==> src/source/drr_pkg.sv <==
package drr_pkg;

    //////////////////////////////////////////////////
    // Sizes and pipeline depth
    //////////////////////////////////////////////////
    localparam int num_ports   = 4;
    localparam int num_classes = 8;
    localparam int num_flows   = num_ports * num_classes;
    localparam int div_latency = 3;                      // Registered divider stages

    typedef logic [$clog2(num_ports)-1:0]   port_id_t;
    typedef logic [$clog2(num_classes)-1:0] class_t;
    typedef logic [$clog2(num_flows)-1:0]   flow_id_t;   // {port, class}
    typedef logic [num_ports-1:0]           port_mask_t; // One-hot input port
    typedef logic [10:0]                    pkt_size_t;  // Bytes
    typedef logic [16:0]                    quantum_t;   // Bytes per round
    typedef logic [16:0]                    round_t;     // Wraps modulo 2^17

    localparam quantum_t default_quantum = 17'd1500;

    // Packet descriptor from the match-action pipeline
    typedef struct packed {
        port_mask_t mask;
        class_t     tclass;
        pkt_size_t  size;
    } pkt_desc_t;

    // Last dequeued round, one per port
    typedef struct packed {
        logic   valid;
        round_t round;
    } dq_fb_t;

    typedef struct packed {
        flow_id_t flow;
        round_t   round;
    } rank_t;

    //////////////////////////////////////////////////
    // CPU register access
    //////////////////////////////////////////////////
    typedef logic [8:0]  axil_addr_t;
    typedef logic [31:0] axil_data_t;
    typedef logic [1:0]  axil_resp_t;

    localparam axil_resp_t resp_okay   = 2'd0;
    localparam axil_resp_t resp_slverr = 2'd2;

    // Address layout {field, flow, 2'b00}
    localparam int addr_flow_lsb  = 2;
    localparam int addr_field_lsb = addr_flow_lsb + $bits(flow_id_t);

    typedef enum logic [1:0] {
        field_quantum = 2'd0,
        field_round   = 2'd1,
        field_remain  = 2'd2
    } csr_field_t;

    typedef struct packed {
        axil_addr_t awaddr;
        logic       awvalid;
        axil_data_t wdata;
        logic       wvalid;
        logic       bready;
        axil_addr_t araddr;
        logic       arvalid;
        logic       rready;
    } axil_req_t;

    typedef struct packed {
        logic       awready;
        logic       wready;
        logic       bvalid;
        axil_resp_t bresp;
        logic       arready;
        logic       rvalid;
        axil_data_t rdata;
        axil_resp_t rresp;
    } axil_rsp_t;

endpackage
==> src/source/drr_divider.sv <==
`timescale 1ns/100ps

module drr_divider import drr_pkg::*;
(
    input  logic      clk_cp,
    input  logic      rst,
    input  logic      valid_i,
    input  pkt_size_t dividend_i,
    input  quantum_t  divisor_i,
    output logic      valid_o,
    output pkt_size_t quotient_o,
    output quantum_t  remainder_o
);

    localparam int dvd_bits = $bits(pkt_size_t);

    // Dividend bits shift out of dq as quotient bits shift in
    typedef struct packed {
        quantum_t  divisor;
        quantum_t  rem;
        pkt_size_t dq;
    } div_work_t;

    logic      valid_q [div_latency];
    div_work_t work_q  [div_latency];

    for (genvar s = 0; s < div_latency; s++)
    begin : g_stage
        localparam int bit_lo = (s * dvd_bits) / div_latency;
        localparam int bit_hi = ((s + 1) * dvd_bits) / div_latency;

        logic      v_in;
        div_work_t w_in;
        div_work_t w_out;

        if (s == 0)
        begin : g_src
            assign v_in = valid_i;
            assign w_in = '{divisor: divisor_i, rem: '0, dq: dividend_i};
        end
        else
        begin : g_src
            assign v_in = valid_q[s-1];
            assign w_in = work_q[s-1];
        end

        // Restoring steps for this stage's share of quotient bits
        always_comb
        begin
            logic [$bits(quantum_t):0] trial;
            w_out = w_in;
            for (int i = bit_lo; i < bit_hi; i++)
            begin
                trial    = {w_out.rem, w_out.dq[dvd_bits-1]};
                w_out.dq = w_out.dq << 1;
                if (trial >= {1'b0, w_out.divisor})
                begin
                    trial       = trial - {1'b0, w_out.divisor};
                    w_out.dq[0] = 1'b1;
                end
                w_out.rem = quantum_t'(trial); // Below divisor after the step
            end
        end

        always_ff @(posedge clk_cp)
        begin
            if (!rst)
                valid_q[s] <= 1'b0;
            else
                valid_q[s] <= v_in;
        end

        always_ff @(posedge clk_cp)
        begin
            if (v_in)
                work_q[s] <= w_out;
        end
    end

    assign valid_o     = valid_q[div_latency-1];
    assign quotient_o  = work_q[div_latency-1].dq;
    assign remainder_o = work_q[div_latency-1].rem;

endmodule

==> config.mk <==
export PLATFORM = sky130hd
export DESIGN_NAME = drr_divider
export DESIGN_NICKNAME = d
export VERILOG_FILES = /design/src/source/drr_pkg.sv /design/src/source/drr_divider.sv
export SDC_FILE = /design/constraint.sdc
export NUM_CORES = 1
export LEC_CHECK = 0
export BUFFER_PORTS_ARGS = -buffer_cell sky130_fd_sc_hd__buf_4
export CELL_PAD_IN_SITES_DETAIL_PLACEMENT = 0
export CELL_PAD_IN_SITES_GLOBAL_PLACEMENT = 1
export CORE_ASPECT_RATIO = 0.75
export CORE_MARGIN = 2
export CORE_UTILIZATION = 55
export CTS_BUF_LIST = sky130_fd_sc_hd__clkbuf_8
export DETAILED_ROUTE_END_ITERATION = 10
export PLACE_DENSITY = 0.89
export SLEW_MARGIN = 20
export SYNTH_ARGS = -nofsm -noshare
export SYNTH_HDL_FRONTEND = slang
export SYNTH_SLANG_ARGS = --single-unit
==> constraint.sdc <==
create_clock -name clk_cp -period 25.6 [get_ports clk_cp]
set_clock_uncertainty 0.15 [all_clocks]
set_input_delay 5.12 -clock clk_cp [delete_from_list [all_inputs] [get_ports clk_cp]]
set_output_delay 5.12 -clock clk_cp [all_outputs]
set_load 0.03 [all_outputs]
==> reports/metrics.yaml, run 1 <==
clocking:
  cts_tree: "done"
  cts.clk_slew.worst_paths_ns: 0.07
  clkSinkCount: 121
  cts_max_level: 4
  post_cts_buffers: 0
  clk_latency_ns: 0.44
  root_buffer: "clkbuf_8"
  numCtsBuffers: 17
  cts_hold_buf: 0
  clockBufferDepth: 2
  ctsResizeCount: 0
die:
  initial_core_util_pct: 55.7
  chipHeight_um: 141
  dieArea_um2: 26500
  die_x_um: 187
  rows: 50
  ios: 60
  core_um2: 24800
timing:
  post-route-min-period_ns: 12.30
  slew_headroom_pct: 32.2
  min_period_over_period_pct: 48.0
  setup_tns_ns: 0
  finalSetupViolCount: 0
  worstMarginPinSlew_ns: 1.02
  rsz0062_at_grt: "no"
  max_freq_mhz: 81.3
  finalMaxSlewViolations: 0
  finalHoldViolCount: 0
  setup_ws_ns: 13.30
grt:
  grtUsageMet2_pct: 41.7
  grt_pass1_wl_mm: 60.6
  track_usage_pct: 29.3
  grt-busiest-layer: "met1"
  grt_use_met3_pct: 6.95
  grt_util_met1_pct: 44.9
  grt_pass1_vias: 10900
  antenna_found_initial: 0
  overflow: 0
  grt_max_degree: 47
route:
  vias_per_cell: 6.20
  routed_wl_mm: 38.7
  first_iter_violations: 1212
  avgRoutedWirePerCell_um: 19.9
  dr.pass1.iters: 5
  drcViolationCount: 0
  vias: 12100
  ant_nets: 0
setup_path:
  worstPathArrival_ns: 12.34
  cp-start-kind: "input pin"
  path_max_fanout: 17
  crit_required_ns: 25.64
  critPathKind: "input pin to register"
  crit_path_end_kind: "register"
synth:
  synth_nets: 1752
  synthAdderAreaFrac_pct: 17.0
  yosys.area_share.simple_pct: 15.9
  yosysWarningCount: 0
  synth-main-ff-cell: "edfxtp_1"
  async_reset_ff_share_pct: 0
  ys_seq_area_share_pct: 26.0
  postSynthCellCount: 1539
  avgSynthCellArea_um2: 8.99
  synth_seq_cells: 121
  synth_xor_area_share_pct: 7.09
  synth_top_family_by_area: "compound AO/OA/AOI/OAI gates"
  synth_compound_area_share_pct: 19.5
  synth_area_um2: 13800
  synth_cell_types: 80
  synthMuxAreaShare_pct: 10.1
  synth-edff-count: 118
placed_design:
  place_congestion: 0.909
  dp_cells: 1916
  numPortBuffers: 59
  pre_cts_slack_ns: 13.05
  dp_hpwl_mm: 30.5
final_layout:
  multi_input_area_um2: 9630
  stdcell_count: 1947
  nets: 1810
  fillers: 2212
  final_layout_size_suffix_gt1_share_pct: 13.4
  syn_to_final_growth_pct: 7.91
  finalCoreUtilization_pct: 60.1
  regArea_um2: 3610
  diodes: 0
hold_path:
  hold_class: "register to register"
status:
  status: "completed"
job:
  drv_cap: 0
kinds of logic (layout without fill, tap and decap cells):
logic type / after synthesis / after routing
adders and majority gates: 182 / 182
and+or+nand+nor: 458 / 458
muxes: 119 / 119
buffers and inverters: 146 / 216
xor gates and xnor gates: 112 / 112
AOI/OAI and AO/OA: 401 / 401
DFF: 121 / 121
critical path, stage by stage:
cell,delay (ns)
buf_4,0.11
inv_1,0.08
ha_1,0.24
o2111ai_1,0.82
nor2_1,0.23
mux2i_1,0.23
fa_1,0.46
a21o_1,0.18
a21o_1,0.19
a21oi_1,0.19
o21ai_0,0.19
a31oi_1,0.24
nor2_1,0.08
nor2b_1,0.56
inv_1,0.35
o21ai_0,0.44
fa_1,0.29
nor2b_1,0.06
o21ai_0,0.19
a21boi_0,0.13
o21ai_0,0.17
nand2b_1,0.11
a21oi_1,0.27
o211ai_1,0.16
a41oi_1,0.33
o21ba_2,0.51
mux2_2,0.40
layout by cell type (no fill, tap or decap), types with 13 or more instances in the layout:
cell type,instances
nor2b_1,21
mux2_2,72
mux2i_1,26
inv_1,119
clkbuf_8,17
nand2b_1,17
nor2_1,120
o211ai_1,13
and2_1,14
a21boi_0,15
nand3_1,37
xor2_1,32
a21o_1,38
nand2_1,109
and3_1,15
a211oi_1,15
nor3_1,56
o21a_1,26
edfxtp_1,118
buf_4,63
ha_1,172
xnor2_1,80
a21oi_1,96
a31oi_1,17
nand4_1,19
o21ai_0,83
mux2_4,18
metrics by stage:
stage / hold slack, ns / area (um2)
2_1_floorplan: 0.250 / 13800
3_3_place_gp: 0.251 / 14600
3_5_place_dp: 0.255 / 14600
4_1_cts: 0.271 / 14900
5_1_grt: 0.274 / 14900
6_report: 0.272 / 14900
per-layer routing:
layer | wire length [um] | up-vias
li1 | - | 5847
met1 | 19200 | 5677
met2 | 15400 | 519
met3 | 3770 | 29
met4 | 417 | 0
met5 | 0 | -
state kept, by name (all words and copies together) (netlist names):
register  cells
valid_q       3
work_q      118
cell type report:
class,instances,share of cell area (%)
inverters,122,3.08
flip-flops and latches,121,24.2
clock buffers,17,1.57
clock inverters,14,0.737
multi-input cells,1272,64.5
well taps,338,2.83
repair buffers,63,3.17
worst paths after layout:
check                                             start                  endpoint  slack (ns)  depth (start not counted)
worst max-delay path                     dividend_i[10]   work_q[0][16]$_DFFE_PP_       13.30                         27
worst min-delay path            work_q[0][51]$_DFFE_PP_  work_q[0][100]$_DFFE_PP_        0.27                          0
worst max register to register  work_q[0][39]$_DFFE_PP_   work_q[0][68]$_DFFE_PP_       13.47                         41
worst min register to register  work_q[0][51]$_DFFE_PP_  work_q[0][100]$_DFFE_PP_        0.27                          0
synth_stat cells, types with 32 or more instances:
| cell | count | area [um2] |
|---|---|---|
| nand2_1 | 109 | 409 |
| nand3_1 | 37 | 185 |
| nor2_1 | 120 | 450 |
| xnor2_1 | 80 | 701 |
| nor3_1 | 56 | 280 |
| o21ai_0 | 83 | 415 |
| a21oi_1 | 96 | 480 |
| a21o_1 | 38 | 285 |
| xor2_1 | 32 | 280 |
| mux2_2 | 72 | 811 |
| ha_1 | 172 | 2150 |
| edfxtp_1 | 118 | 3540 |
| inv_1 | 117 | 439 |
Power of run 1 is not shown: default switching activity piles up to over one toggle a cycle in this logic, so the estimate is an artifact.
==> run 2, diff against run 1 <==
CORE_UTILIZATION = 51   (was 55)
PLACE_DENSITY = 0.83   (was 0.89)
clock period = 11.94 ns   (was 25.6 ns; I/O delays follow)
==> reports/metrics.yaml, run 2 (same netlist as run 1, synthesis figures left out) <==
status:
  status: "completed"
die:
  die_x_um: 194  # +3.8%
  rows: 52  # +4.0%
  core_um2: 26800  # +7.9%
  ios: 60  # unchanged
  dieArea_um2: 28500  # +7.6%
  chipHeight_um: 147  # +3.7%
  initial_core_util_pct: 51.6  # -4.1 points
grt:
  antenna_found_initial: 0  # unchanged
  overflow: 0  # unchanged
  grt_pass1_wl_mm: 64.5  # +6.5%
  track_usage_pct: 29.3  # -0.041 points
  grt_pass1_vias: 11100  # +1.7%
  grt_max_degree: 47  # unchanged
setup_path:
  crit_required_ns: 11.98  # -13.66 ns
  path_max_fanout: 19  # +2
  cp-start-kind: "register"
  slowest_stage: "or4_1"
  worstPathArrival_ns: 11.23  # -1.11 ns
  critPathKind: "register to register"
  crit_path_end_kind: "register"
  cpPeakStageDelay_ns: 0.49  # -0.33 ns
final_layout:
  multi_input_area_um2: 9670  # +0.43%
  largest_reg_flops: 118  # unchanged
  regArea_um2: 3610  # unchanged
  regMostFlops: "work_q"
  largestRegisters: "work_q: 118 flops, valid_q: 3 flops"
  final_common_cell: "ha_1"
  stdcell_count: 1964  # +0.87%
  layout_common_cells: "172 x ha_1, 119 x nor2_1, 118 x edfxtp_1, 117 x inv_1, 109 x nand2_1"
  final_layout_size_suffix_gt1_share_pct: 14.1  # +0.71 points
  diodes: 0  # unchanged
  nets: 1813  # +0.17%
  syn_to_final_growth_pct: 8.88
  finalCoreUtilization_pct: 56.2  # -3.9 points
  fillers: 2382  # +7.7%
clocking:
  root_buffer: "clkbuf_8"
  clockBufferDepth: 2  # unchanged
  cts.clk_slew.worst_paths_ns: 0.07  # about the same
  cts_hold_buf: 0  # unchanged
  post_cts_buffers: 0  # unchanged
  cts_max_level: 4  # unchanged
  numCtsBuffers: 17  # unchanged
  cts_tree: "done"
  clk_latency_ns: 0.45  # about the same
  clkSinkCount: 121  # unchanged
timing:
  worstMarginPinSlew_ns: 0.943  # -0.0730 ns
  finalMaxSlewViolations: 0  # unchanged
  post-route-min-period_ns: 11.19
  slew_headroom_pct: 35.5  # +3.3 points
  max_freq_mhz: 89.4
  finalSetupViolCount: 0  # unchanged
  min_period_over_period_pct: 93.7
  setup_tns_ns: 0  # unchanged
  finalHoldViolCount: 0  # unchanged
  rsz0062_at_grt: "no"
  hold_slack_ns: 0.273  # +0.00182 ns
route:
  vias: 12200  # +0.93%
  highest_layer: "met4"
  ant_nets: 0  # unchanged
  route.met3.wl_mm: 4.24  # +12%
  drcViolationCount: 0  # unchanged
  vias_per_cell: 6.20  # about the same
  wl_met1_mm: 21.5  # +12%
  first_iter_violations: 1353  # +12%
  dr.pass1.iters: 5  # unchanged
  route.met2.wl_mm: 15.8  # +3.0%
  avgRoutedWirePerCell_um: 21.4  # +7.7%
  routed_wl_mm: 42.1  # +8.7%
placed_design:
  dp_hpwl_mm: 33.2  # +8.9%
  place_congestion: 0.952  # +4.7%
  dp_cells: 1931  # +0.78%
  numPortBuffers: 59  # unchanged
job:
  drv_cap: 0  # unchanged
hold_path:
  hold_class: "register to register"
run 2: cell count changes in the layout (fill, tap and decap cells not counted), sizes merged:
| cell | change |
|---|---|
| buf | +2 |
| bufinv | +1 |
| clkbuf | +2 |
| clkinv | -3 |
| clkinvlp | +1 |
| o211ai | +1 |
run 2: cell type report:
cell class | count | share of cell area, %
Clock buffer | 19 | 1.74
Inverter | 122 | 3.06
Clock inverter | 13 | 0.955
Timing Repair Buffer | 65 | 3.24
Multi-Input combinational cell | 1273 | 64.2
Sequential cell | 121 | 23.9
Tap cell | 351 | 2.91
run 2: worst paths after layout:
check	from	cells past startpoint	end	slack [ns]
min	work_q[0][48]$_DFFE_PP_	0	work_q[0][97]$_DFFE_PP_	0.27
min reg2reg	work_q[0][48]$_DFFE_PP_	0	work_q[0][97]$_DFFE_PP_	0.27
max reg2reg	work_q[0][39]$_DFFE_PP_	41	work_q[0][70]$_DFFE_PP_	0.75
max	work_q[0][39]$_DFFE_PP_	41	work_q[0][70]$_DFFE_PP_	0.75
run 2: critical path: cells and delay by family (launching register included):
| kind | cells | cell delay (ns) |
|---|---|---|
| muxes | 5 | 1.67 |
| DFF | 1 | 0.40 |
| adders and majority gates | 4 | 1.39 |
| buffers and inverters | 5 | 1.18 |
| AOI/OAI and AO/OA | 15 | 3.80 |
| and+or+nand+nor | 12 | 2.33 |
run 2: timing repair:
action	4_1_cts	5_1_grt
hold endpoints to repair	0	0
endpoints found under the setup margin	0	34
resized for setup	0	8
run 2: per-stage QoR:
step	setup WS [ns]	area, um2
6_report	0.750	15100
5_1_grt	0.132	15100
4_1_cts	0.409	15000
3_5_place_dp	0.463	14600
3_3_place_gp	0.250	14600
2_1_floorplan	2.15	13800
run 2: metal layers:
layer	up-vias	track usage, %
li1	5872	-
met1	5735	48.1
met2	544	38.5
met3	33	6.44
met4	0	5.04
met5	-	0
Power of run 2 is left out for the same reason.
