`src/source/drr_pkg.sv`:
```
package drr_pkg;

    //////////////////////////////////////////////////
    // Sizes and pipeline depth
    //////////////////////////////////////////////////
    localparam int num_ports   = 4;
    localparam int num_classes = 8;
    localparam int num_flows   = num_ports * num_classes;
    localparam int div_latency = 3;                      // Registered divider stages

    typedef logic [$clog2(num_ports)-1:0]   port_id_t;
    typedef logic [$clog2(num_classes)-1:0] class_t;
    typedef logic [$clog2(num_flows)-1:0]   flow_id_t;   // {port, class}
    typedef logic [num_ports-1:0]           port_mask_t; // One-hot input port
    typedef logic [10:0]                    pkt_size_t;  // Bytes
    typedef logic [16:0]                    quantum_t;   // Bytes per round
    typedef logic [16:0]                    round_t;     // Wraps modulo 2^17

    localparam quantum_t default_quantum = 17'd1500;

    // Packet descriptor from the match-action pipeline
    typedef struct packed {
        port_mask_t mask;
        class_t     tclass;
        pkt_size_t  size;
    } pkt_desc_t;

    // Last dequeued round, one per port
    typedef struct packed {
        logic   valid;
        round_t round;
    } dq_fb_t;

    typedef struct packed {
        flow_id_t flow;
        round_t   round;
    } rank_t;

    //////////////////////////////////////////////////
    // CPU register access
    //////////////////////////////////////////////////
    typedef logic [8:0]  axil_addr_t;
    typedef logic [31:0] axil_data_t;
    typedef logic [1:0]  axil_resp_t;

    localparam axil_resp_t resp_okay   = 2'd0;
    localparam axil_resp_t resp_slverr = 2'd2;

    // Address layout {field, flow, 2'b00}
    localparam int addr_flow_lsb  = 2;
    localparam int addr_field_lsb = addr_flow_lsb + $bits(flow_id_t);

    typedef enum logic [1:0] {
        field_quantum = 2'd0,
        field_round   = 2'd1,
        field_remain  = 2'd2
    } csr_field_t;

    typedef struct packed {
        axil_addr_t awaddr;
        logic       awvalid;
        axil_data_t wdata;
        logic       wvalid;
        logic       bready;
        axil_addr_t araddr;
        logic       arvalid;
        logic       rready;
    } axil_req_t;

    typedef struct packed {
        logic       awready;
        logic       wready;
        logic       bvalid;
        axil_resp_t bresp;
        logic       arready;
        logic       rvalid;
        axil_data_t rdata;
        axil_resp_t rresp;
    } axil_rsp_t;

endpackage
```
`src/source/drr_csr_axil.sv`:
```
`timescale 1ns/100ps

module drr_csr_axil import drr_pkg::*;
(
    input  logic                     clk_cp,
    input  logic                     rst,
    input  axil_req_t                axil_req_i,
    output axil_rsp_t                axil_rsp_o,
    input  flow_id_t                 pipe_flow_i,
    output quantum_t                 pipe_quantum_o,
    output quantum_t [num_flows-1:0] quantum_table_o,
    output flow_id_t                 rd_flow_o,
    input  round_t                   rd_round_i,
    input  quantum_t                 rd_remain_i
);

    quantum_t [num_flows-1:0] quantum_q;
    logic       wr_ready_q;           // Drives both awready and wready
    logic       bvalid_q;
    axil_resp_t bresp_q;
    logic       ar_ready_q;
    logic       rvalid_q;
    axil_data_t rdata_q;
    axil_resp_t rresp_q;

    csr_field_t wr_field;
    flow_id_t   wr_flow;
    quantum_t   wr_quantum;
    logic       wr_ok;
    logic       wr_hs;
    csr_field_t rd_field;
    logic       rd_hs;
    axil_data_t rd_data;
    axil_resp_t rd_resp;

    //////////////////////////////////////////////////
    // Write channel
    //////////////////////////////////////////////////
    assign wr_field   = csr_field_t'(axil_req_i.awaddr[addr_field_lsb +: $bits(csr_field_t)]);
    assign wr_flow    = axil_req_i.awaddr[addr_flow_lsb +: $bits(flow_id_t)];
    assign wr_quantum = quantum_t'(axil_req_i.wdata);

    // Only quantum is writable, and zero would break the divider
    assign wr_ok = (wr_field == field_quantum) && (wr_quantum != '0);
    assign wr_hs = wr_ready_q && axil_req_i.awvalid && axil_req_i.wvalid;

    always_ff @(posedge clk_cp)
    begin
        if (!rst)
        begin
            quantum_q  <= {num_flows{default_quantum}};
            wr_ready_q <= 1'b0;
            bvalid_q   <= 1'b0;
        end
        else
        begin
            // One-cycle ready pulse, held off while a response is pending
            wr_ready_q <= axil_req_i.awvalid && axil_req_i.wvalid && !wr_ready_q && !bvalid_q;
            if (wr_hs)
                bvalid_q <= 1'b1;
            else if (axil_req_i.bready)
                bvalid_q <= 1'b0;
            if (wr_hs && wr_ok)
                quantum_q[wr_flow] <= wr_quantum;
        end
    end

    always_ff @(posedge clk_cp)
    begin
        if (wr_hs)
            bresp_q <= wr_ok ? resp_okay : resp_slverr;
    end

    //////////////////////////////////////////////////
    // Read channel
    //////////////////////////////////////////////////
    assign rd_field  = csr_field_t'(axil_req_i.araddr[addr_field_lsb +: $bits(csr_field_t)]);
    assign rd_flow_o = axil_req_i.araddr[addr_flow_lsb +: $bits(flow_id_t)];
    assign rd_hs     = ar_ready_q && axil_req_i.arvalid;

    always_comb
    begin
        rd_resp = resp_okay;
        case (rd_field)
            field_quantum: rd_data = axil_data_t'(quantum_q[rd_flow_o]);
            field_round:   rd_data = axil_data_t'(rd_round_i);
            field_remain:  rd_data = axil_data_t'(rd_remain_i);
            default:
            begin
                rd_data = '0;             // Field 3 is unmapped
                rd_resp = resp_slverr;
            end
        endcase
    end

    always_ff @(posedge clk_cp)
    begin
        if (!rst)
        begin
            ar_ready_q <= 1'b0;
            rvalid_q   <= 1'b0;
        end
        else
        begin
            ar_ready_q <= axil_req_i.arvalid && !ar_ready_q && !rvalid_q;
            if (rd_hs)
                rvalid_q <= 1'b1;
            else if (axil_req_i.rready)
                rvalid_q <= 1'b0;
        end
    end

    always_ff @(posedge clk_cp)
    begin
        if (rd_hs)
        begin
            rdata_q <= rd_data;           // Snapshot at accept
            rresp_q <= rd_resp;
        end
    end

    assign axil_rsp_o = '{
        awready: wr_ready_q,
        wready:  wr_ready_q,
        bvalid:  bvalid_q,
        bresp:   bresp_q,
        arready: ar_ready_q,
        rvalid:  rvalid_q,
        rdata:   rdata_q,
        rresp:   rresp_q
    };

    assign pipe_quantum_o  = quantum_q[pipe_flow_i];
    assign quantum_table_o = quantum_q;

endmodule

```
`config.mk`:
```
export PLATFORM = sky130hd
export DESIGN_NAME = drr_csr_axil
export DESIGN_NICKNAME = d
export VERILOG_FILES = /design/src/source/drr_pkg.sv /design/src/source/drr_csr_axil.sv
export SDC_FILE = /design/constraint.sdc
export NUM_CORES = 1
export LEC_CHECK = 0
export BUFFER_PORTS_ARGS = -buffer_cell sky130_fd_sc_hd__buf_2
export CAP_MARGIN = 20
export CORE_AREA = 8 8 265 267
export CTS_BUF_LIST = sky130_fd_sc_hd__clkbuf_8
export CTS_CLUSTER_DIAMETER = 100
export CTS_CLUSTER_SIZE = 28
export DETAILED_ROUTE_END_ITERATION = 8
export DIE_AREA = 0 0 273 275
export PLACE_DENSITY = 0.69
export SKIP_LAST_GASP = 1
export SYNTH_ARGS = -nofsm -noshare
export SYNTH_HDL_FRONTEND = slang
export SYNTH_SLANG_ARGS = --single-unit
```
`constraint.sdc`:
```
create_clock -name clk_cp -period 4.51 [get_ports clk_cp]
set_clock_uncertainty 0.1 [all_clocks]
set_input_delay 0.902 -clock clk_cp [delete_from_list [all_inputs] [get_ports clk_cp]]
set_output_delay 0.902 -clock clk_cp [all_outputs]
set_load 0.03 [all_outputs]
```
==> results of run 1 <==
placed cells by master, fill, tap and decap left out, drive strengths merged, types with 7 or more instances in the layout:
| cell type | synthesis | final |
|---|---|---|
| a2111oi | 19 | 19 |
| a211oi | 13 | 13 |
| a21oi | 10 | 10 |
| a221oi | 8 | 8 |
| a22o | 17 | 17 |
| a22oi | 34 | 34 |
| and4 | 11 | 11 |
| buf | 187 | 801 |
| clkbuf | 161 | 29 |
| clkinv | 0 | 7 |
| conb | 1 | 17 |
| dfxtp | 548 | 548 |
| diode | 0 | 7 |
| edfxtp | 19 | 19 |
| inv | 5 | 15 |
| mux2 | 23 | 23 |
| mux2i | 337 | 337 |
| mux4 | 255 | 255 |
| nand2 | 266 | 266 |
| nand3 | 320 | 320 |
| nor2 | 36 | 36 |
| nor2b | 8 | 8 |
| nor4 | 15 | 15 |
| o211ai | 32 | 32 |
| o21ai | 321 | 321 |
| o22ai | 17 | 17 |
metal layers:
| layer | part of all wire | global-route usage | vias to the layer above |
|---|---|---|---|
| met1 | 0.38 | 0.458 | 13076 |
| li1 | - | - | 11059 |
| met2 | 0.44 | 0.505 | 1823 |
| met3 | 0.15 | 0.120 | 237 |
| met5 | 0.00036 | 0 | - |
| met4 | 0.037 | 0.108 | 8 |
logic make-up after synthesis:
family	Yosys count
other	1
muxes	615
and+or+nand+nor	680
DFF	567
buffers and inverters	353
AOI/OAI and AO/OA	473
power breakdown:
group | leakage [nW] | internal, W | total, W | switching, W
combinational | 9.34 | 0.000262 | 0.000845 | 0.000582
sequential | 4.60 | 0.00505 | 0.00505 | 0.00000596
clock | 0.320 | 0.000725 | 0.00255 | 0.00183
total | 14.3 | 0.00604 | 0.00845 | 0.00241
area by class of cell:
cell class                 count  area share
multi-input combinational   1785       0.465
sequential                   567       0.346
timing repair buffer         801       0.138
tap                          873      0.0327
clock buffer                  29      0.0120
clock inverter                18     0.00619
inverter                       5    0.000562
antenna                        7    0.000525
how the worst max path moves through the flow:
stage	slack [ps]	from	endpoint	cells past startpoint
after detailed placement	320	pipe_flow_i[0]	pipe_quantum_o[11]	7
after global placement	320	pipe_flow_i[0]	pipe_quantum_o[11]	7
after CTS	310	pipe_flow_i[0]	pipe_quantum_o[11]	7
after global routing	260	pipe_flow_i[0]	pipe_quantum_o[11]	7
after floorplan	620	pipe_flow_i[1]	pipe_quantum_o[0]	6
final	290	pipe_flow_i[0]	pipe_quantum_o[11]	7
flip-flops by register name, summed over array words and instances (netlist names):
| register | flops |
|---|---|
| wr_ready_q | 1 |
| bresp_q | 1 |
| rresp_q | 1 |
| rvalid_q | 1 |
| ar_ready_q | 1 |
| quantum_table_o | 544 |
| bvalid_q | 1 |
| rdata_q | 17 |
metrics by stage:
stage               instance area (µm²)  utilization
global placement                  32800        0.494
finish                            33400        0.503
detailed placement                32800        0.494
floorplan                         28800            -
CTS                               33400        0.503
global route                      33400        0.503
==> results.toml, run 1 <==
[clock_network]
root_buffer = "clkbuf_8"
numCtsBuffers = 28
clk_pin_slew_ps = 160
post_cts.repair.setup_buffers = 0
cts_tree = "built"
ctsHoldBuffers = 0
cts_resized = 0
clock_path_buffers = 3
clkLatencyLatePin_ps = 770
htreeDepth = 1
cts_num_sinks = 567

[floorplanning]
start_util = 0.433
core_area_um2 = 66300
io_pins = 703
die_width_um = 273
dieArea_um2 = 75100
rows = 95
die_h_um = 275

[placement]
dp_slack_ps = 316
dp_cells = 4031
io_buffers = 666
dp_hpwl_um = 102000
gp_congestion = 0.984

[sta]
setup_violations = 0
hold_violations = 0
rsz0062_at_grt = "false"
setup_tns_ps = 0
period_share = 0.937
worst_slack_ps = 286
worst_slew_pin_slew_ps = 974
period_needed_ps = 4220
drv_slew = 0
slew_headroom = 0.349
hold_slack_ps = 325
fmax_ghz = 0.237

[grt]
grt_max_degree = 134
grt_pass1_vias = 23729
track_usage = 0.339
grt_first_pass_wirelength_um = 186000
grt_overflow = 0
antenna_found_initial = 13

[setup_path]
crit_family = "multiplexers"
critPathMaxFanout = 24
path_class = "primary input to output pin"
crit_chain = "buf_8 -> buf_12 -> buf_4 -> mux4_2 -> mux4_2 -> mux2_2 -> buf_2"
crit_top_cell = "mux4_2"
arrival_ps = 3220
r2r_slack_ps = 1680
cpPeakStageDelay_ps = 560
end_kind = "output pin"
crit_buf_inv = 4
cp_slowest_cell = "mux4_2"
reg2reg_depth = 6
crit_required_ps = 3510
r2r-end = "quantum_table_o[227]"
cp-start-kind = "primary input"
timing.rr.start = "wr_ready_q"

[logic_synthesis]
synth_cell_types = 43
synthTopCellsByArea = "dfxtp_1, mux4_2, mux2i_1"
synthCells = 2689
ys.flop_type = "dfxtp_1"
synth-simple-area-share = 0.111
synth_top_area_cell = "dfxtp_1"
synth_top_area_frac = 0.382
synthXorXnorAreaFrac = 0
synth.avg_cell_area_um2 = 10.7
synth_seq_cells = 567
synthMuxAreaShare = 0.326
synth_commonest_cells = "dfxtp_1, mux2i_1, nand3_1, nand2_1, o21ai_1"
asyncSetResetFlopFracSynth = 0
synth_top_family_by_area = "multiplexers"
synth_edf_count = 19
yosys.area_share.adder = 0
synthesis.area_um2 = 28700
yosysWarnings = 0
yosysMostFrequentCell = "dfxtp_1"
synth_compound_area_frac = 0.0983
yosysSeqAreaShare = 0.401

[cells_and_area]
area_growth_pct = 16.1
finish.net_count = 3284
register_area_um2 = 11500
num-fill-cells = 6213
stdcell_count = 4085
multi_input_area_um2 = 15500
drive_gt1_frac = 0.359

[status]
status = "completed"

[pwr]
p_per_area_nw_per_um2 = 253
p_total_w = 0.00845
p_leak_nw = 14.3
vdd_drop_max_v = 0.000241

[hold_path]
min_delay_path_depth = 2
worstHoldEndpoint = "ar_ready_q"
hold_start = "axil_req_i[1]"
hold_class = "primary input to flop"

[routing]
ant_nets = 0
wl_per_cell_um = 32.8
vias = 26203
drc = 0
routed_via_density = 6.41
wl_um = 134000
dr.pass1.iters = 6
dr.first_iter.drc_count = 3936

[job]
cap_violations = 0
Note: power is estimated with default switching activity, not from simulation.
==> run 2, diff against run 1 <==
--- a/config.mk
+++ b/config.mk
@@ -7,13 +7,13 @@
 export LEC_CHECK = 0
 export BUFFER_PORTS_ARGS = -buffer_cell sky130_fd_sc_hd__buf_2
 export CAP_MARGIN = 20
-export CORE_AREA = 8 8 265 267
+export CORE_MARGIN = 10
+export CORE_UTILIZATION = 38
 export CTS_BUF_LIST = sky130_fd_sc_hd__clkbuf_8
 export CTS_CLUSTER_DIAMETER = 100
 export CTS_CLUSTER_SIZE = 28
 export DETAILED_ROUTE_END_ITERATION = 8
-export DIE_AREA = 0 0 273 275
-export PLACE_DENSITY = 0.69
+export PLACE_DENSITY = 0.62
 export SKIP_LAST_GASP = 1
 export SYNTH_ARGS = -nofsm -noshare
 export SYNTH_HDL_FRONTEND = slang
==> results.toml, run 2 (same netlist as run 1, synthesis figures left out) <==
[routing]
vias = 25821
route.met2.wl_um = 60200
met3_length_um = 20400
dr.first_iter.drc_count = 3530
wl_um = 141000
drc = 0
met1_length_um = 54400
dr.pass1.iters = 5
routed_via_density = 6.20
wl_per_cell_um = 33.7
ant_nets = 0
dr.max_layer_used = "met5"

[grt]
grt_overflow = 0
grt_first_pass_wirelength_um = 193000
grt_max_degree = 168
grt_pass1_vias = 23614
antenna_found_initial = 14
track_usage = 0.307

[job]
cap_violations = 0

[cells_and_area]
layout_common_cells = "buf_2, dfxtp_1, mux2i_1"
final_common_cell = "buf_2"
finish.net_count = 3270
largest_register_ffs = 544
final_area_um2 = 33400
area_growth_pct = 16.2
num-fill-cells = 7171
drive_gt1_frac = 0.356
stdcell_count = 4168

[clock_network]
cts_resized = 0
post_cts.repair.setup_buffers = 0
root_buffer = "clkbuf_8"
cts_num_sinks = 567
numCtsBuffers = 29
htreeDepth = 1
clkLatencyLatePin_ps = 750
cts_tree = "built"
ctsHoldBuffers = 0
clock_path_buffers = 3
clk_pin_slew_ps = 190

[placement]
dp_slack_ps = 422
io_buffers = 666
dp_cells = 4112
gp_congestion = 1.02
placed_cell_area_um2 = 32800
dp_hpwl_um = 107000

[setup_path]
cp-start-kind = "primary input"
end_kind = "output pin"
critPathMaxFanout = 32
arrival_ps = 3110
crit_required_ps = 3510
path_class = "primary input to output pin"

[sta]
setup_violations = 0
drv_slew = 0
slew_headroom = 0.347
rsz0062_at_grt = "false"
period_share = 0.912
worst_slack_ps = 397
worst_slew_pin_slew_ps = 977
hold_violations = 0
setup_tns_ps = 0
period_needed_ps = 4110
fmax_ghz = 0.243

[hold_path]
hold_class = "primary input to flop"

[pwr]
p_clk_frac = 0.304
vdd_drop_max_v = 0.000182
p_leak_nw = 14.2
p_switching_w = 0.00248
p_total_w = 0.00849
seqPwrFrac = 0.595
power.internal_w = 0.00601
switching_share = 0.292
pwr-share-comb = 0.101
p_per_area_nw_per_um2 = 254

[floorplanning]
die_h_um = 295
rows = 100
dieArea_um2 = 87000
core_area_um2 = 74700
die_width_um = 295
start_util = 0.385
io_pins = 703

[status]
status = "completed"
-- run 2: layout make-up --
| type | count | area (µm²) | share of cell area |
|---|---|---|---|
| Multi-Input combinational cell | 1785 | 15500 | 0.464 |
| Antenna cell | 8 | 20.0 | 0.000599 |
| Clock inverter | 18 | 211 | 0.00633 |
| Clock buffer | 30 | 413 | 0.0124 |
| Tap cell | 969 | 1210 | 0.0363 |
| Inverter | 5 | 18.8 | 0.000562 |
| Timing Repair Buffer | 786 | 4500 | 0.135 |
| Sequential cell | 567 | 11500 | 0.345 |
-- run 2: worst max-delay path: stages --
cell and delay (ps):
buf_8 160, buf_12 290, mux4_2 600, mux4_2 600, mux2_2 330, buf_2 190
-- run 2: per-stage QoR --
stage | utilization | hold slack, ps
final | 0.447 | 308
after global routing | 0.447 | 296
after CTS | 0.447 | 274
after detailed placement | 0.439 | 323
after global placement | 0.439 | 322
after floorplan | - | 305
-- run 2: layer usage --
metal,up-vias,track usage
li1,11004,-
met1,12882,0.405
met2,1682,0.456
met3,239,0.123
met4,14,0.0945
met5,-,0
-- run 2: final timing paths --
kind	from	to	slack (ps)	cells past startpoint
worst min register to register	ar_ready_q	ar_ready_q	350	1
worst max-delay path	pipe_flow_i[0]	pipe_quantum_o[12]	400	6
worst max register to register	wr_ready_q	quantum_table_o[268]	1870	6
worst min-delay path	axil_req_i[12]	wr_ready_q	310	3
-- run 2: power groups by stage --
stage | combinational (W) | clock (W) | sequential, W
global route | 0.000885 | 0.00276 | 0.00506
detailed placement | 0.000840 | 0 | 0.00516
global placement | 0.000834 | 0 | 0.00516
floorplan | 0.000522 | 0 | 0.00517
finish | 0.000854 | 0.00258 | 0.00506
CTS | 0.000841 | 0.00261 | 0.00505
