**config.mk**
```make
export PLATFORM = sky130hd
export DESIGN_NAME = drr_rank_pipe
export DESIGN_NICKNAME = d
export VERILOG_FILES = /design/src/source/drr_pkg.sv /design/src/source/drr_rank_pipe.sv
export SDC_FILE = /design/constraint.sdc
export NUM_CORES = 1
export LEC_CHECK = 0
export BUFFER_PORTS_ARGS = -buffer_cell sky130_fd_sc_hd__buf_2
export CORE_AREA = 2 2 81 83
export CTS_BUF_LIST = sky130_fd_sc_hd__clkbuf_16
export CTS_CLUSTER_DIAMETER = 120
export DETAILED_ROUTE_END_ITERATION = 8
export DIE_AREA = 0 0 83 85
export PLACE_DENSITY = 0.69
export SYNTH_ARGS = -nofsm -noshare
export SYNTH_HDL_FRONTEND = slang
export SYNTH_SLANG_ARGS = --single-unit
```
**constraint.sdc**
```tcl
create_clock -name clk_cp -period 1.5 [get_ports clk_cp]
set_input_delay 0.225 -clock clk_cp [delete_from_list [all_inputs] [get_ports clk_cp]]
set_output_delay 0.225 -clock clk_cp [all_outputs]
set_load 0.005 [all_outputs]
```
**src/source/drr_pkg.sv**
```systemverilog
package drr_pkg;

    //////////////////////////////////////////////////
    // Sizes and pipeline depth
    //////////////////////////////////////////////////
    localparam int num_ports   = 4;
    localparam int num_classes = 8;
    localparam int num_flows   = num_ports * num_classes;
    localparam int div_latency = 3;                      // Registered divider stages

    typedef logic [$clog2(num_ports)-1:0]   port_id_t;
    typedef logic [$clog2(num_classes)-1:0] class_t;
    typedef logic [$clog2(num_flows)-1:0]   flow_id_t;   // {port, class}
    typedef logic [num_ports-1:0]           port_mask_t; // One-hot input port
    typedef logic [10:0]                    pkt_size_t;  // Bytes
    typedef logic [16:0]                    quantum_t;   // Bytes per round
    typedef logic [16:0]                    round_t;     // Wraps modulo 2^17

    localparam quantum_t default_quantum = 17'd1500;

    // Packet descriptor from the match-action pipeline
    typedef struct packed {
        port_mask_t mask;
        class_t     tclass;
        pkt_size_t  size;
    } pkt_desc_t;

    // Last dequeued round, one per port
    typedef struct packed {
        logic   valid;
        round_t round;
    } dq_fb_t;

    typedef struct packed {
        flow_id_t flow;
        round_t   round;
    } rank_t;

    //////////////////////////////////////////////////
    // CPU register access
    //////////////////////////////////////////////////
    typedef logic [8:0]  axil_addr_t;
    typedef logic [31:0] axil_data_t;
    typedef logic [1:0]  axil_resp_t;

    localparam axil_resp_t resp_okay   = 2'd0;
    localparam axil_resp_t resp_slverr = 2'd2;

    // Address layout {field, flow, 2'b00}
    localparam int addr_flow_lsb  = 2;
    localparam int addr_field_lsb = addr_flow_lsb + $bits(flow_id_t);

    typedef enum logic [1:0] {
        field_quantum = 2'd0,
        field_round   = 2'd1,
        field_remain  = 2'd2
    } csr_field_t;

    typedef struct packed {
        axil_addr_t awaddr;
        logic       awvalid;
        axil_data_t wdata;
        logic       wvalid;
        logic       bready;
        axil_addr_t araddr;
        logic       arvalid;
        logic       rready;
    } axil_req_t;

    typedef struct packed {
        logic       awready;
        logic       wready;
        logic       bvalid;
        axil_resp_t bresp;
        logic       arready;
        logic       rvalid;
        axil_data_t rdata;
        axil_resp_t rresp;
    } axil_rsp_t;

endpackage
```
**src/source/drr_rank_pipe.sv**
```systemverilog
`timescale 1ns/100ps

module drr_rank_pipe import drr_pkg::*;
(
    input  logic      clk_cp,
    input  logic      rst,
    input  logic      pkt_valid_i,
    input  pkt_desc_t pkt_i,
    input  quantum_t  quantum_i,
    output flow_id_t  quantum_flow_o,
    output logic      div_valid_o,
    output pkt_size_t div_size_o,
    output quantum_t  div_quantum_o,
    output logic      upd_valid_o,
    output flow_id_t  upd_flow_o,
    output quantum_t  upd_quantum_o
);

    logic      in_valid_q;
    pkt_desc_t in_pkt_q;
    port_id_t  in_port;
    flow_id_t  in_flow;
    logic      s0_valid_q;
    flow_id_t  s0_flow_q;
    pkt_size_t s0_size_q;
    quantum_t  s0_quantum_q;
    logic      valid_sr   [div_latency];
    flow_id_t  flow_sr    [div_latency];
    quantum_t  quantum_sr [div_latency];

    // Lowest set bit wins, empty mask stays on port 0
    always_comb
    begin
        in_port = '0;
        for (int p = num_ports - 1; p >= 0; p--)
        begin
            if (in_pkt_q.mask[p])
                in_port = port_id_t'(p);
        end
    end

    assign in_flow        = {in_port, in_pkt_q.tclass};
    assign quantum_flow_o = in_flow;          // Table lookup in the csr

    always_ff @(posedge clk_cp)
    begin
        if (!rst)
        begin
            in_valid_q <= 1'b0;
            s0_valid_q <= 1'b0;
            valid_sr   <= '{default: 1'b0};
        end
        else
        begin
            in_valid_q <= pkt_valid_i;
            s0_valid_q <= in_valid_q;
            valid_sr[0] <= s0_valid_q;
            for (int i = 1; i < div_latency; i++)
                valid_sr[i] <= valid_sr[i-1];
        end
    end

    //////////////////////////////////////////////////
    // Payload follows its valid bit
    //////////////////////////////////////////////////
    always_ff @(posedge clk_cp)
    begin
        in_pkt_q      <= pkt_i;
        s0_flow_q     <= in_flow;
        s0_size_q     <= in_pkt_q.size;
        s0_quantum_q  <= quantum_i;       // Quantum frozen for this packet
        flow_sr[0]    <= s0_flow_q;
        quantum_sr[0] <= s0_quantum_q;
        for (int i = 1; i < div_latency; i++)
        begin
            flow_sr[i]    <= flow_sr[i-1];
            quantum_sr[i] <= quantum_sr[i-1];
        end
    end

    assign div_valid_o   = s0_valid_q;
    assign div_size_o    = s0_size_q;
    assign div_quantum_o = s0_quantum_q;

    // Lines up with the divider output
    assign upd_valid_o   = valid_sr[div_latency-1];
    assign upd_flow_o    = flow_sr[div_latency-1];
    assign upd_quantum_o = quantum_sr[div_latency-1];

endmodule

```
==> summary.md, run 1 <==
| Metric | Value |
|---|---|
| Status | `finished clean` |
| Min cycle time layout | `1.34 ns` |
| Clock transition at path regs | `0.05 ns` |
| Post-route ant nets | `0` |
| Drt first-iter violations | `31` |
| DP HPWL | `2.27 mm` |
| Layout cells sized above 1 | `43.7%` |
| Final period util | `89.1%` |
| Power density cells | `1960 nW/µm²` |
| WP data required | `1.27 ns` |
| CP Launch Type | `flop` |
| GR Util All Layers | `12.2%` |
| Slew HR | `88.7%` |
| Lkg Pwr | `1.89 nW` |
| Chip width | `83 µm` |
| Top_reg_cell synth | `dfxtp_1` |
| Die Height | `85 µm` |
| Core area | `6200 µm²` |
| CTS tree | `built` |
| Synth Register Bits | `122` |
| Initial Util | `43.5%` |
| Routed WL per cell | `10.8 µm` |
| Least-Margin Pin Slew | `0.169 ns` |
| CP endpoint kind | `primary output` |
| Synth area leader | `dfxtp_1` |
| Final core utilization | `65.8%` |
| DR vias | `1413` |
| Nets | `318` |
| Most area-consuming cells after synthesis | `dfxtp_1 90%, buf_4 6.9%, and2_1 1.2%` |
| Area delta synth->final | `51.0%` |
| Setup-failing EPs final | `0` |
| Initial antenna violation count | `0` |
| RSZ-0062 raised after global routing | `false` |
| FP Rows | `29` |
| Clock Tree Root | `clkbuf_16` |
| TNS Setup | `0 ns` |
| Count leader, synth | `dfxtp_1` |
| Clk Latency, worst-skew pair | `0.39 ns` |
| DR pass1 iterations | `3` |
| Io pins | `95` |
| Post-Syn Area | `2700 µm²` |
| Critical path class | `reg2out` |
| Post_cts resized | `0` |
| CTS buffer count | `17` |
| Yosys top cell area share | `90.4%` |
| Max_cap viols | `0` |
| Number of flops mapped to enable cells by yosys | `0` |
| Vias per std cell | `3.82` |
| Syn Inst Count | `157` |
| Sequential cell area | `2440 µm²` |
| First-pass GRT wire length | `6.18 mm` |
| Hold Crit Class | `in2reg` |
| GPL Wtd Cong | `0.626` |
| Diodes inserted | `0` |
| Area occupied by multi-input gates | `67.6 µm²` |
| Total gr overflow | `0` |
| Unique masters post-synth | `8` |
| Filler cells | `480` |
| Fin Clk Skew | `0.00463 ns` |
| Drt drc | `0` |
| Number of global-route vias before repair | `1437` |
| Full die area | `7060 µm²` |
| Clock Path Buffers | `2` |
| Fin. Hold Viols | `0` |
| Post-Syn Nets | `195` |
| Synth async-reset ratio | `0%` |
| Fin. max-slew vios | `0` |
| Top cells by count, synth | `122 x dfxtp_1, 25 x buf_4, 5 x and2_1` |
| Mean Syn Cell Area | `17.2 µm²` |
| Max Freq | `0.748 GHz` |
| Critical path arrival | `1.11 ns` |
| H-tree depth | `4` |
| Critical path peak fanout | `2` |
| Largest net degree at the start of global routing | `17` |
| Clock sink total | `122` |
| Seq/Total Area, Yosys | `90.4%` |
| Routed WL | `3.98 mm` |
| Ys Warns | `0` |
| Peak supply drop | `1.30 mV` |
| Buffers on Ports | `94` |
[cells by family (layout without fill, tap and decap cells)]
family,count (synthesis),in the layout,share of synthesized area [%]
AOI/OAI and AO/OA,1,1,0.324
buffers and inverters,26,162,7.09
DFF,122,122,90.4
and+or+nand+nor,8,8,2.18
[power by group]
part	leakage, nW	total [W]	switching, W	internal, W
sequential	1.03	0.00346	0.0000463	0.00342
clock	0.307	0.00432	0.00137	0.00295
combinational	0.556	0.000217	0.0000680	0.000149
total	1.89	0.00800	0.00148	0.00652
[path summary, 6_finish.rpt]
kind                startpoint           endpoint  slack, ns  depth (start not counted)
min reg2reg  quantum_sr[0][32]  quantum_sr[0][49]       0.32                          0
max               in_pkt_q[16]  quantum_flow_o[3]       0.16                          3
min                pkt_valid_i         in_valid_q       0.04                          2
max reg2reg       in_pkt_q[16]       s0_flow_q[3]       0.84                          2
[flip-flops by register name, summed over array words and instances, names as in the netlist]
register        flops
div_valid_o         1
flow_sr            15
valid_sr            2
s0_flow_q           5
in_pkt_q           15
div_quantum_o      17
upd_valid_o         1
quantum_flow_o      3
div_size_o         11
quantum_sr         51
in_valid_q          1
[cells in the final DEF (no fill, tap or decap), drive strengths merged]
cell type,Yosys,routed
dfxtp,122,122
buf,25,94
dlygate4sd3,0,35
clkbuf,0,17
and2,5,5
bufinv,0,5
clkinvlp,0,4
inv,1,4
clkinv,0,3
nand2b,1,1
a21oi,1,1
nor2,1,1
nor3,1,1
[final cells by class]
cell class / count / share of cell area (%)
well taps: 77 / 2.36
clock inverters: 15 / 5.49
flip-flops and latches: 122 / 59.9
multi-input cells: 9 / 1.66
repair buffers: 129 / 20.1
inverters: 1 / 0.0920
clock buffers: 17 / 10.4
[per-layer routing]
metal  track usage, %  up-vias  part of all wire, %
li1                 -      710                    -
met1             10.8      636                   37
met2             20.7       62                   54
met3             7.39        5                  7.4
met4             8.05        0                 0.90
met5                0        -                    0
[worst max-delay path, cell delays in order (launching register included)]
cell	delay [ns]
dfxtp_1	0.31
nand2b_4	0.14
a21oi_2	0.14
buf_2	0.13
[stage by stage]
| step | worst slack (ns) | power (W) | cell area (µm²) | hold WS, ns | cells |
|---|---|---|---|---|---|
| 2_1_floorplan | 0.716 | 0.00359 | 2700 | 0.253 | 157 |
| 3_3_place_gp | 0.605 | 0.00367 | 3080 | 0.310 | 303 |
| 3_5_place_dp | 0.583 | 0.00368 | 3080 | 0.312 | 303 |
| 4_1_cts | 0.139 | 0.00809 | 4080 | 0.0260 | 370 |
| 5_1_grt | 0.104 | 0.00827 | 4080 | 0.0247 | 370 |
| 6_report | 0.164 | 0.00800 | 4080 | 0.0385 | 370 |
[repair_timing]
item	in CTS	in global routing
endpoints found under the hold margin	35	0
buffers inserted	0	0
hold buffers	35	0
No activity file was read; power rests on OpenSTA's default activity.
==> inputs of run 2 (changes only) <==
==> config.mk (replaced) <==
export PLATFORM = sky130hd
export DESIGN_NAME = drr_rank_pipe
export DESIGN_NICKNAME = d
export VERILOG_FILES = /design/src/source/drr_pkg.sv /design/src/source/drr_rank_pipe.sv
export SDC_FILE = /design/constraint.sdc
export NUM_CORES = 1
export LEC_CHECK = 0
export ABC_AREA = 1
export BUFFER_PORTS_ARGS = -buffer_cell sky130_fd_sc_hd__buf_2
export CORE_AREA = 2 2 91 93
export CTS_CLUSTER_DIAMETER = 120
export DETAILED_ROUTE_END_ITERATION = 8
export DIE_AREA = 0 0 93 95
export PLACE_DENSITY = 0.56
export SYNTH_ARGS = -nofsm -noshare
export SYNTH_HDL_FRONTEND = slang
export SYNTH_SLANG_ARGS = --single-unit
==> run 2 against run 1 <==
  * Setup slack lost 0.084 ns
  * Sequential cell count unchanged
  * Critical path type unchanged
  * First-iteration DRC count is 35% lower
  * Sequential share of layout area is 0.073 points higher
  * Total power is 6.0% lower
  * Area after synthesis did not move
  * Largest power group unchanged
  * Maximum frequency fell by 5.9%
  * Final area fell by 0.12%
  * Die area grew 25%
  * Synthesized cell count up 3.8%
  * Critical path depth unchanged
  * Combinational power grew 3%
==> summary.md, run 2 <==
| Metric | Value |
|---|---|
| Routed WL per cell | `9.73 µm (was 10.8 µm)` |
| Sequential share of power | `46.0% (was 43.3%)` |
| Final core utilization | `51.4% (was 65.8%)` |
| Lkg Pwr | `1.91 nW (was 1.89 nW)` |
| Post-Syn Area | `2700 µm² (unchanged)` |
| Crit-path slowest cell | `dfxtp_1 (unchanged)` |
| Drt first-iter violations | `20 (was 31)` |
| Final period util | `94.7% (was 89.1%)` |
| Nets | `327 (was 318)` |
| Count leader, synth | `dfxtp_1 (unchanged)` |
| Vias per std cell | `3.45 (was 3.82)` |
| Peak supply drop | `1.17 mV (was 1.30 mV)` |
| Busiest grt layer | `met2 (unchanged)` |
| Slew HR | `82.5% (was 88.7%)` |
| Clock Path Buffers | `2 (unchanged)` |
| RSZ-0062 raised after global routing | `false (unchanged)` |
| Post-route ant nets | `0 (unchanged)` |
| Critical path peak fanout | `2 (unchanged)` |
| Number of flops mapped to enable cells by yosys | `0 (unchanged)` |
| Critical path arrival | `1.20 ns (was 1.11 ns)` |
| Max Freq | `0.704 GHz (was 0.748 GHz)` |
| GR Layer Usage met3 | `6.07% (was 7.39%)` |
| CTS tree | `built (unchanged)` |
| Yosys top cell area share | `90.4% (unchanged)` |
| WP data required | `1.27 ns (about the same)` |
| Layout cells sized above 1 | `42.4% (was 43.7%)` |
| Status | `finished clean (unchanged)` |
| H-tree depth | `4 (unchanged)` |
| CP Buf/Inv Count | `2 (was 1)` |
| Worst R2R Setup Slack | `0.86 ns (was 0.84 ns)` |
| Syn Inst Count | `163 (was 157)` |
| Hold slack | `0.319 ns (was 0.0385 ns)` |
| Clock transition at path regs | `0.06 ns (was 0.05 ns)` |
| Pre-CTS setup slack | `0.612 ns (was 0.583 ns)` |
| Top reg by flops | `quantum_sr (unchanged)` |
| Power Internal | `0.00596 W (was 0.00652 W)` |
| Critical path class | `reg2out (unchanged)` |
| Initial antenna violation count | `0 (unchanged)` |
| Slowest stage delay, CP | `0.35 ns (was 0.31 ns)` |
| GPL Wtd Cong | `0.617 (was 0.626)` |
| Most area-consuming cells after synthesis | `dfxtp_1 90%, buf_4 6.9%, inv_1 0.97% (was dfxtp_1 90%, buf_4 6.9%, and2_1 1.2%)` |
| Mean Syn Cell Area | `16.6 µm² (was 17.2 µm²)` |
| Critical path's top delay family | `flip-flops (unchanged)` |
| DP HPWL | `2.37 mm (was 2.27 mm)` |
| Switching pwr | `0.00155 W (was 0.00148 W)` |
| Post_cts resized | `0 (unchanged)` |
| Drt drc | `0 (unchanged)` |
| Design area | `4080 µm² (about the same)` |
| Clock sink total | `122 (unchanged)` |
| Post-CTS Setup Inserts | `0 (unchanged)` |
| Buffers on Ports | `94 (unchanged)` |
| Max FFs per register | `51 (unchanged)` |
| Clock power share | `51.0% (was 54.0%)` |
| Crit-path cells | `inv_1, a21oi_2, buf_2 (was nand2b_4, a21oi_2, buf_2)` |
| Die Height | `95 µm (was 85 µm)` |
| Hold Crit Class | `reg2reg (was in2reg)` |
| DR vias | `1404 (was 1413)` |
| Seq/Total Area, Yosys | `90.4% (unchanged)` |
| Full die area | `8840 µm² (was 7060 µm²)` |
| FP Rows | `33 (was 29)` |
| Top cells by count, synth | `122 x dfxtp_1, 25 x buf_4, 7 x inv_1 (was 122 x dfxtp_1, 25 x buf_4, 5 x and2_1)` |
| Min cycle time layout | `1.42 ns (was 1.34 ns)` |
| Fin Clk Skew | `0.00774 ns (was 0.00463 ns)` |
| Power density cells | `1840 nW/µm² (was 1960 nW/µm²)` |
| Commonest non-fill, non-tap cell in the layout | `dfxtp_1 (unchanged)` |
| CP Launch Type | `flop (unchanged)` |
| CP endpoint kind | `primary output (unchanged)` |
| Initial Util | `34.1% (was 43.5%)` |
| Max_cap viols | `0 (unchanged)` |
| CTS buffer count | `17 (unchanged)` |
| GR Util met2 | `16.1% (was 20.7%)` |
| Least-Margin Pin Slew | `0.262 ns (was 0.169 ns)` |
| Clock Tree Root | `clkbuf_8 (was clkbuf_16)` |
| Setup WS post-layout | `0.0796 ns (was 0.164 ns)` |
| Number of global-route vias before repair | `1397 (was 1437)` |
| Synth area leader | `dfxtp_1 (unchanged)` |
| Ys Warns | `0 (unchanged)` |
| First-pass GRT wire length | `6.28 mm (was 6.18 mm)` |
| GR Util All Layers | `9.83% (was 12.2%)` |
| Core area | `7930 µm² (was 6200 µm²)` |
| Fin. Hold Viols | `0 (unchanged)` |
| Unique masters post-synth | `7 (was 8)` |
| Most frequent cells in the layout | `122 x dfxtp_1, 94 x buf_2, 38 x dlygate4sd3_1 (was 122 x dfxtp_1, 94 x buf_2, 35 x dlygate4sd3_1)` |
| M1 GR Usage | `9.16% (was 10.8%)` |
| Synth async-reset ratio | `0% (unchanged)` |
| TNS Setup | `0 ns (unchanged)` |
| Area delta synth->final | `50.9% (was 51.0%)` |
| Sw frac | `20.6% (was 18.5%)` |
| Largest net degree at the start of global routing | `17 (unchanged)` |
| Logic pwr share | `3.0% (was 2.7%)` |
| Chip width | `93 µm (was 83 µm)` |
| Diodes inserted | `0 (unchanged)` |
| Fin. max-slew vios | `0 (unchanged)` |
| Post-Syn Nets | `201 (was 195)` |
| Total gr overflow | `0 (unchanged)` |
| Io pins | `95 (unchanged)` |
| Placed cell area | `3120 µm² (was 3080 µm²)` |
| Clk Latency, worst-skew pair | `0.48 ns (was 0.39 ns)` |
| Routed WL | `3.96 mm (was 3.98 mm)` |
| Setup-failing EPs final | `0 (unchanged)` |
| DR pass1 iterations | `3 (unchanged)` |
| Synth Register Bits | `122 (unchanged)` |
| Top_reg_cell synth | `dfxtp_1 (unchanged)` |
## run 2: changes by cell type in the layout (fill, tap and decap cells not counted), sizes merged
cell	change
nand2b	-1
and2	-5
nand2	+6
clkinv	+1
inv	+9
dlygate4sd3	+3
clkinvlp	-1
bufinv	-3
## run 2: what timing repair did
item	in CTS	in global routing
endpoints found under the setup margin	0	0
hold buffers	38	0
hold endpoints to repair	40	0
## run 2: worst reg2reg max path, cell delays in order (launching register included)
cell,delay (ns)
dfxtp_1,0.35
inv_1,0.06
a21oi_2,0.16
## run 2: power groups by stage
| stage | logic [W] | clock network, W | registers [W] |
|---|---|---|---|
| 2_1_floorplan | 0.0000628 | 0 | 0.00353 |
| 3_3_place_gp | 0.000146 | 0 | 0.00352 |
| 3_5_place_dp | 0.000148 | 0 | 0.00353 |
| 4_1_cts | 0.000224 | 0.00395 | 0.00346 |
| 5_1_grt | 0.000246 | 0.00411 | 0.00348 |
| 6_report | 0.000223 | 0.00383 | 0.00346 |
## run 2: metrics by stage
stage | std cells | total power [W]
floorplan | 163 | 0.00359
global placement | 337 | 0.00367
detailed placement | 337 | 0.00368
CTS | 407 | 0.00763
global route | 407 | 0.00783
finish | 407 | 0.00751
## run 2: path summary, 6_finish.rpt
kind	start	endpoint	depth (start not counted)
setup / recovery	in_pkt_q[15]	quantum_flow_o[3]	3
setup reg to reg	in_pkt_q[15]	s0_flow_q[3]	2
hold / removal	quantum_sr[0][26]	quantum_sr[0][43]	0
hold reg to reg	quantum_sr[0][26]	quantum_sr[0][43]	0
## run 2: routing by layer
layer	vias to the layer above	wire (µm)
met5	-	0
met4	0	64
met3	6	312
li1	729	-
met1	614	1530
met2	55	2050
## run 2: final cells by class
class / count / area, µm²
Fill cell: 721 / 3850
Multi-Input combinational cell: 9 / 45.0
Timing Repair Buffer: 132 / 851
Inverter: 7 / 26.3
Tap cell: 105 / 131
Clock inverter: 15 / 165
Sequential cell: 122 / 2440
Clock buffer: 17 / 414
## run 2: kinds of logic (layout without fill, tap and decap cells)
kind of cell | after synthesis | after routing | synth area share (%)
compound gates | 1 | 1 | 0.324
buf+inv | 32 | 171 | 7.92
simple gates | 8 | 8 | 1.34
flops | 122 | 122 | 90.4
==> inputs of run 3 (changes only) <==
--- a/config.mk
+++ b/config.mk
@@ -8,10 +8,11 @@
 export ABC_AREA = 1
 export BUFFER_PORTS_ARGS = -buffer_cell sky130_fd_sc_hd__buf_2
 export CORE_AREA = 2 2 91 93
+export CTS_BUF_LIST = sky130_fd_sc_hd__clkbuf_8 sky130_fd_sc_hd__clkbuf_16
 export CTS_CLUSTER_DIAMETER = 120
 export DETAILED_ROUTE_END_ITERATION = 8
 export DIE_AREA = 0 0 93 95
-export PLACE_DENSITY = 0.56
+export PLACE_DENSITY = 0.58
 export SYNTH_ARGS = -nofsm -noshare
 export SYNTH_HDL_FRONTEND = slang
 export SYNTH_SLANG_ARGS = --single-unit
==> run 3 against run 2 <==
  * Cell count unchanged
  * Clock power increased by 5.7%
  * Final area increased by 0.95%
  * Critical path type unchanged
  * Largest cell class unchanged
==> summary.md, run 3 (synthesis results as in run 2) <==
| Metric | Value |
|---|---|
| Status | `finished clean (unchanged)` |
| Max_cap viols | `0 (unchanged)` |
| Routed WL | `3.91 mm (was 3.96 mm)` |
| Largest net degree at the start of global routing | `17 (unchanged)` |
| Most frequent cells in the layout | `122 x dfxtp_1, 94 x buf_2, 38 x dlygate4sd3_1 (unchanged)` |
| Post-CTS Setup Inserts | `0 (unchanged)` |
| Full die area | `8840 µm² (unchanged)` |
| Diodes inserted | `0 (unchanged)` |
| Layout cells sized above 1 | `42.4% (unchanged)` |
| GR Util All Layers | `9.71% (was 9.83%)` |
| Reg2Reg Depth | `2 (unchanged)` |
| Hold Crit Class | `reg2reg (unchanged)` |
| Core area | `7930 µm² (unchanged)` |
| Drt drc | `0 (unchanged)` |
| Clock transition at path regs | `0.05 ns (was 0.06 ns)` |
| Lkg Pwr | `1.92 nW (was 1.91 nW)` |
| Initial antenna violation count | `0 (unchanged)` |
| Drt first-iter violations | `28 (was 20)` |
| Max Freq | `0.724 GHz (was 0.704 GHz)` |
| Initial Util | `34.1% (unchanged)` |
| First-pass GRT wire length | `6.11 mm (was 6.28 mm)` |
| Crit path launch | `in_pkt_q[17] (was in_pkt_q[15])` |
| CP Launch Type | `flop (unchanged)` |
| Post-route ant nets | `0 (unchanged)` |
| Clock Tree Root | `clkbuf_8 (unchanged)` |
| Power density cells | `1880 nW/µm² (was 1840 nW/µm²)` |
| Crit path to | `quantum_flow_o[3] (unchanged)` |
| Slew HR | `82.2% (was 82.5%)` |
| Routed WL per cell | `9.61 µm (was 9.73 µm)` |
| Least-Margin Pin Slew | `0.268 ns (was 0.262 ns)` |
| Chip width | `93 µm (unchanged)` |
| Design area | `4110 µm² (was 4080 µm²)` |
| Reg2reg start | `in_pkt_q[17] (was in_pkt_q[15])` |
| Die Height | `95 µm (unchanged)` |
| Total gr overflow | `0 (unchanged)` |
| DR pass1 iterations | `4 (was 3)` |
| Post_cts resized | `0 (unchanged)` |
| Critical path arrival | `1.16 ns (was 1.20 ns)` |
| RSZ-0062 raised after global routing | `false (unchanged)` |
| Peak supply drop | `1.15 mV (was 1.17 mV)` |
| Critical path peak fanout | `2 (unchanged)` |
| Worst R2R Setup Slack | `0.89 ns (was 0.86 ns)` |
| Area delta synth->final | `52.3% (was 50.9%)` |
| Vias per std cell | `3.55 (was 3.45)` |
| Clock Path Buffers | `2 (unchanged)` |
| H-tree depth | `4 (unchanged)` |
| Placed cell area | `3120 µm² (unchanged)` |
| TNS Setup | `0 ns (unchanged)` |
| Buffers on Ports | `94 (unchanged)` |
| Final period util | `92.1% (was 94.7%)` |
| GPL Wtd Cong | `0.614 (was 0.617)` |
| Max FFs per register | `51 (unchanged)` |
| FP Rows | `33 (unchanged)` |
| WP data required | `1.27 ns (about the same)` |
| Io pins | `95 (unchanged)` |
| Setup-failing EPs final | `0 (unchanged)` |
| Clk Latency, worst-skew pair | `0.49 ns (was 0.48 ns)` |
| CP endpoint kind | `primary output (unchanged)` |
| Fin. max-slew vios | `0 (unchanged)` |
| Top reg by flops | `quantum_sr (unchanged)` |
| Number of global-route vias before repair | `1436 (was 1397)` |
| Clock sink total | `122 (unchanged)` |
| R2R Path End | `s0_flow_q[3] (unchanged)` |
| Fin Clk Skew | `0.00414 ns (was 0.00774 ns)` |
| Critical path class | `reg2out (unchanged)` |
| CTS buffer count | `17 (unchanged)` |
| DR vias | `1446 (was 1404)` |
| CTS tree | `built (unchanged)` |
| Min cycle time layout | `1.38 ns (was 1.42 ns)` |
| Fin. Hold Viols | `0 (unchanged)` |
| Nets | `327 (unchanged)` |
| Commonest non-fill, non-tap cell in the layout | `dfxtp_1 (unchanged)` |
-- run 3: cell types whose count changed in the layout (fill, tap and decap cells not counted), sizes merged --
| cell | change |
|---|---|
| bufinv | +1 |
| clkbuf | +3 |
| clkinvlp | +2 |
| clkinv | -3 |
| inv | -3 |
-- run 3: area by class of cell --
type	instances	area (µm²)
clock buffer	20	455
clock inverter	12	163
fill	683	3810
inverter	7	26.3
multi-input combinational	9	45.0
sequential	122	2440
tap	105	131
timing repair buffer	132	851
-- run 3: how the worst min path moves through the flow --
stage / start / endpoint / slack (ns) / cells after the start
after floorplan: quantum_i[0] / div_quantum_o[0] / 0.25 / 0
final: flow_sr[0][6] / flow_sr[0][11] / 0.32 / 0
after global routing: quantum_sr[0][7] / quantum_sr[0][24] / 0.33 / 0
after global placement: flow_sr[0][2] / flow_sr[0][7] / 0.31 / 0
after detailed placement: quantum_sr[0][16] / quantum_sr[0][33] / 0.31 / 0
after CTS: flow_sr[0][6] / flow_sr[0][11] / 0.32 / 0
-- run 3: report_power, final --
part	internal, W	switching, W
clock network	0.00268	0.00137
registers	0.00342	0.0000438
logic	0.000152	0.0000698
-- run 3: routing by layer --
layer	vias up	GRT usage [%]	share of wire, %
li1	730	-	-
met1	651	8.76	40
met2	60	16.3	52
met3	5	5.35	6.7
met4	0	7.35	1.2
met5	-	0	0
-- run 3: timing repair --
action	in CTS	in global routing
hold buffers	38	0
endpoints found under the hold margin	40	0
endpoints found under the setup margin	0	0
-- run 3: critical path: stages (launching register included) --
cell and delay, ns:
dfxtp_1 0.34, nand2_1 0.07, a21oi_2 0.13, buf_2 0.12
-- run 3: stage by stage --
stage / util, % / std cells / power, W / setup WS [ns] / hold slack (ns)
after floorplan: - / 163 / 0.00359 / 0.765 / 0.253
after global placement: 39.3 / 337 / 0.00367 / 0.654 / 0.310
after detailed placement: 39.3 / 337 / 0.00368 / 0.612 / 0.312
after CTS: 51.9 / 407 / 0.00784 / 0.0765 / 0.323
after global routing: 51.9 / 407 / 0.00803 / 0.00958 / 0.326
final: 51.9 / 407 / 0.00773 / 0.118 / 0.324
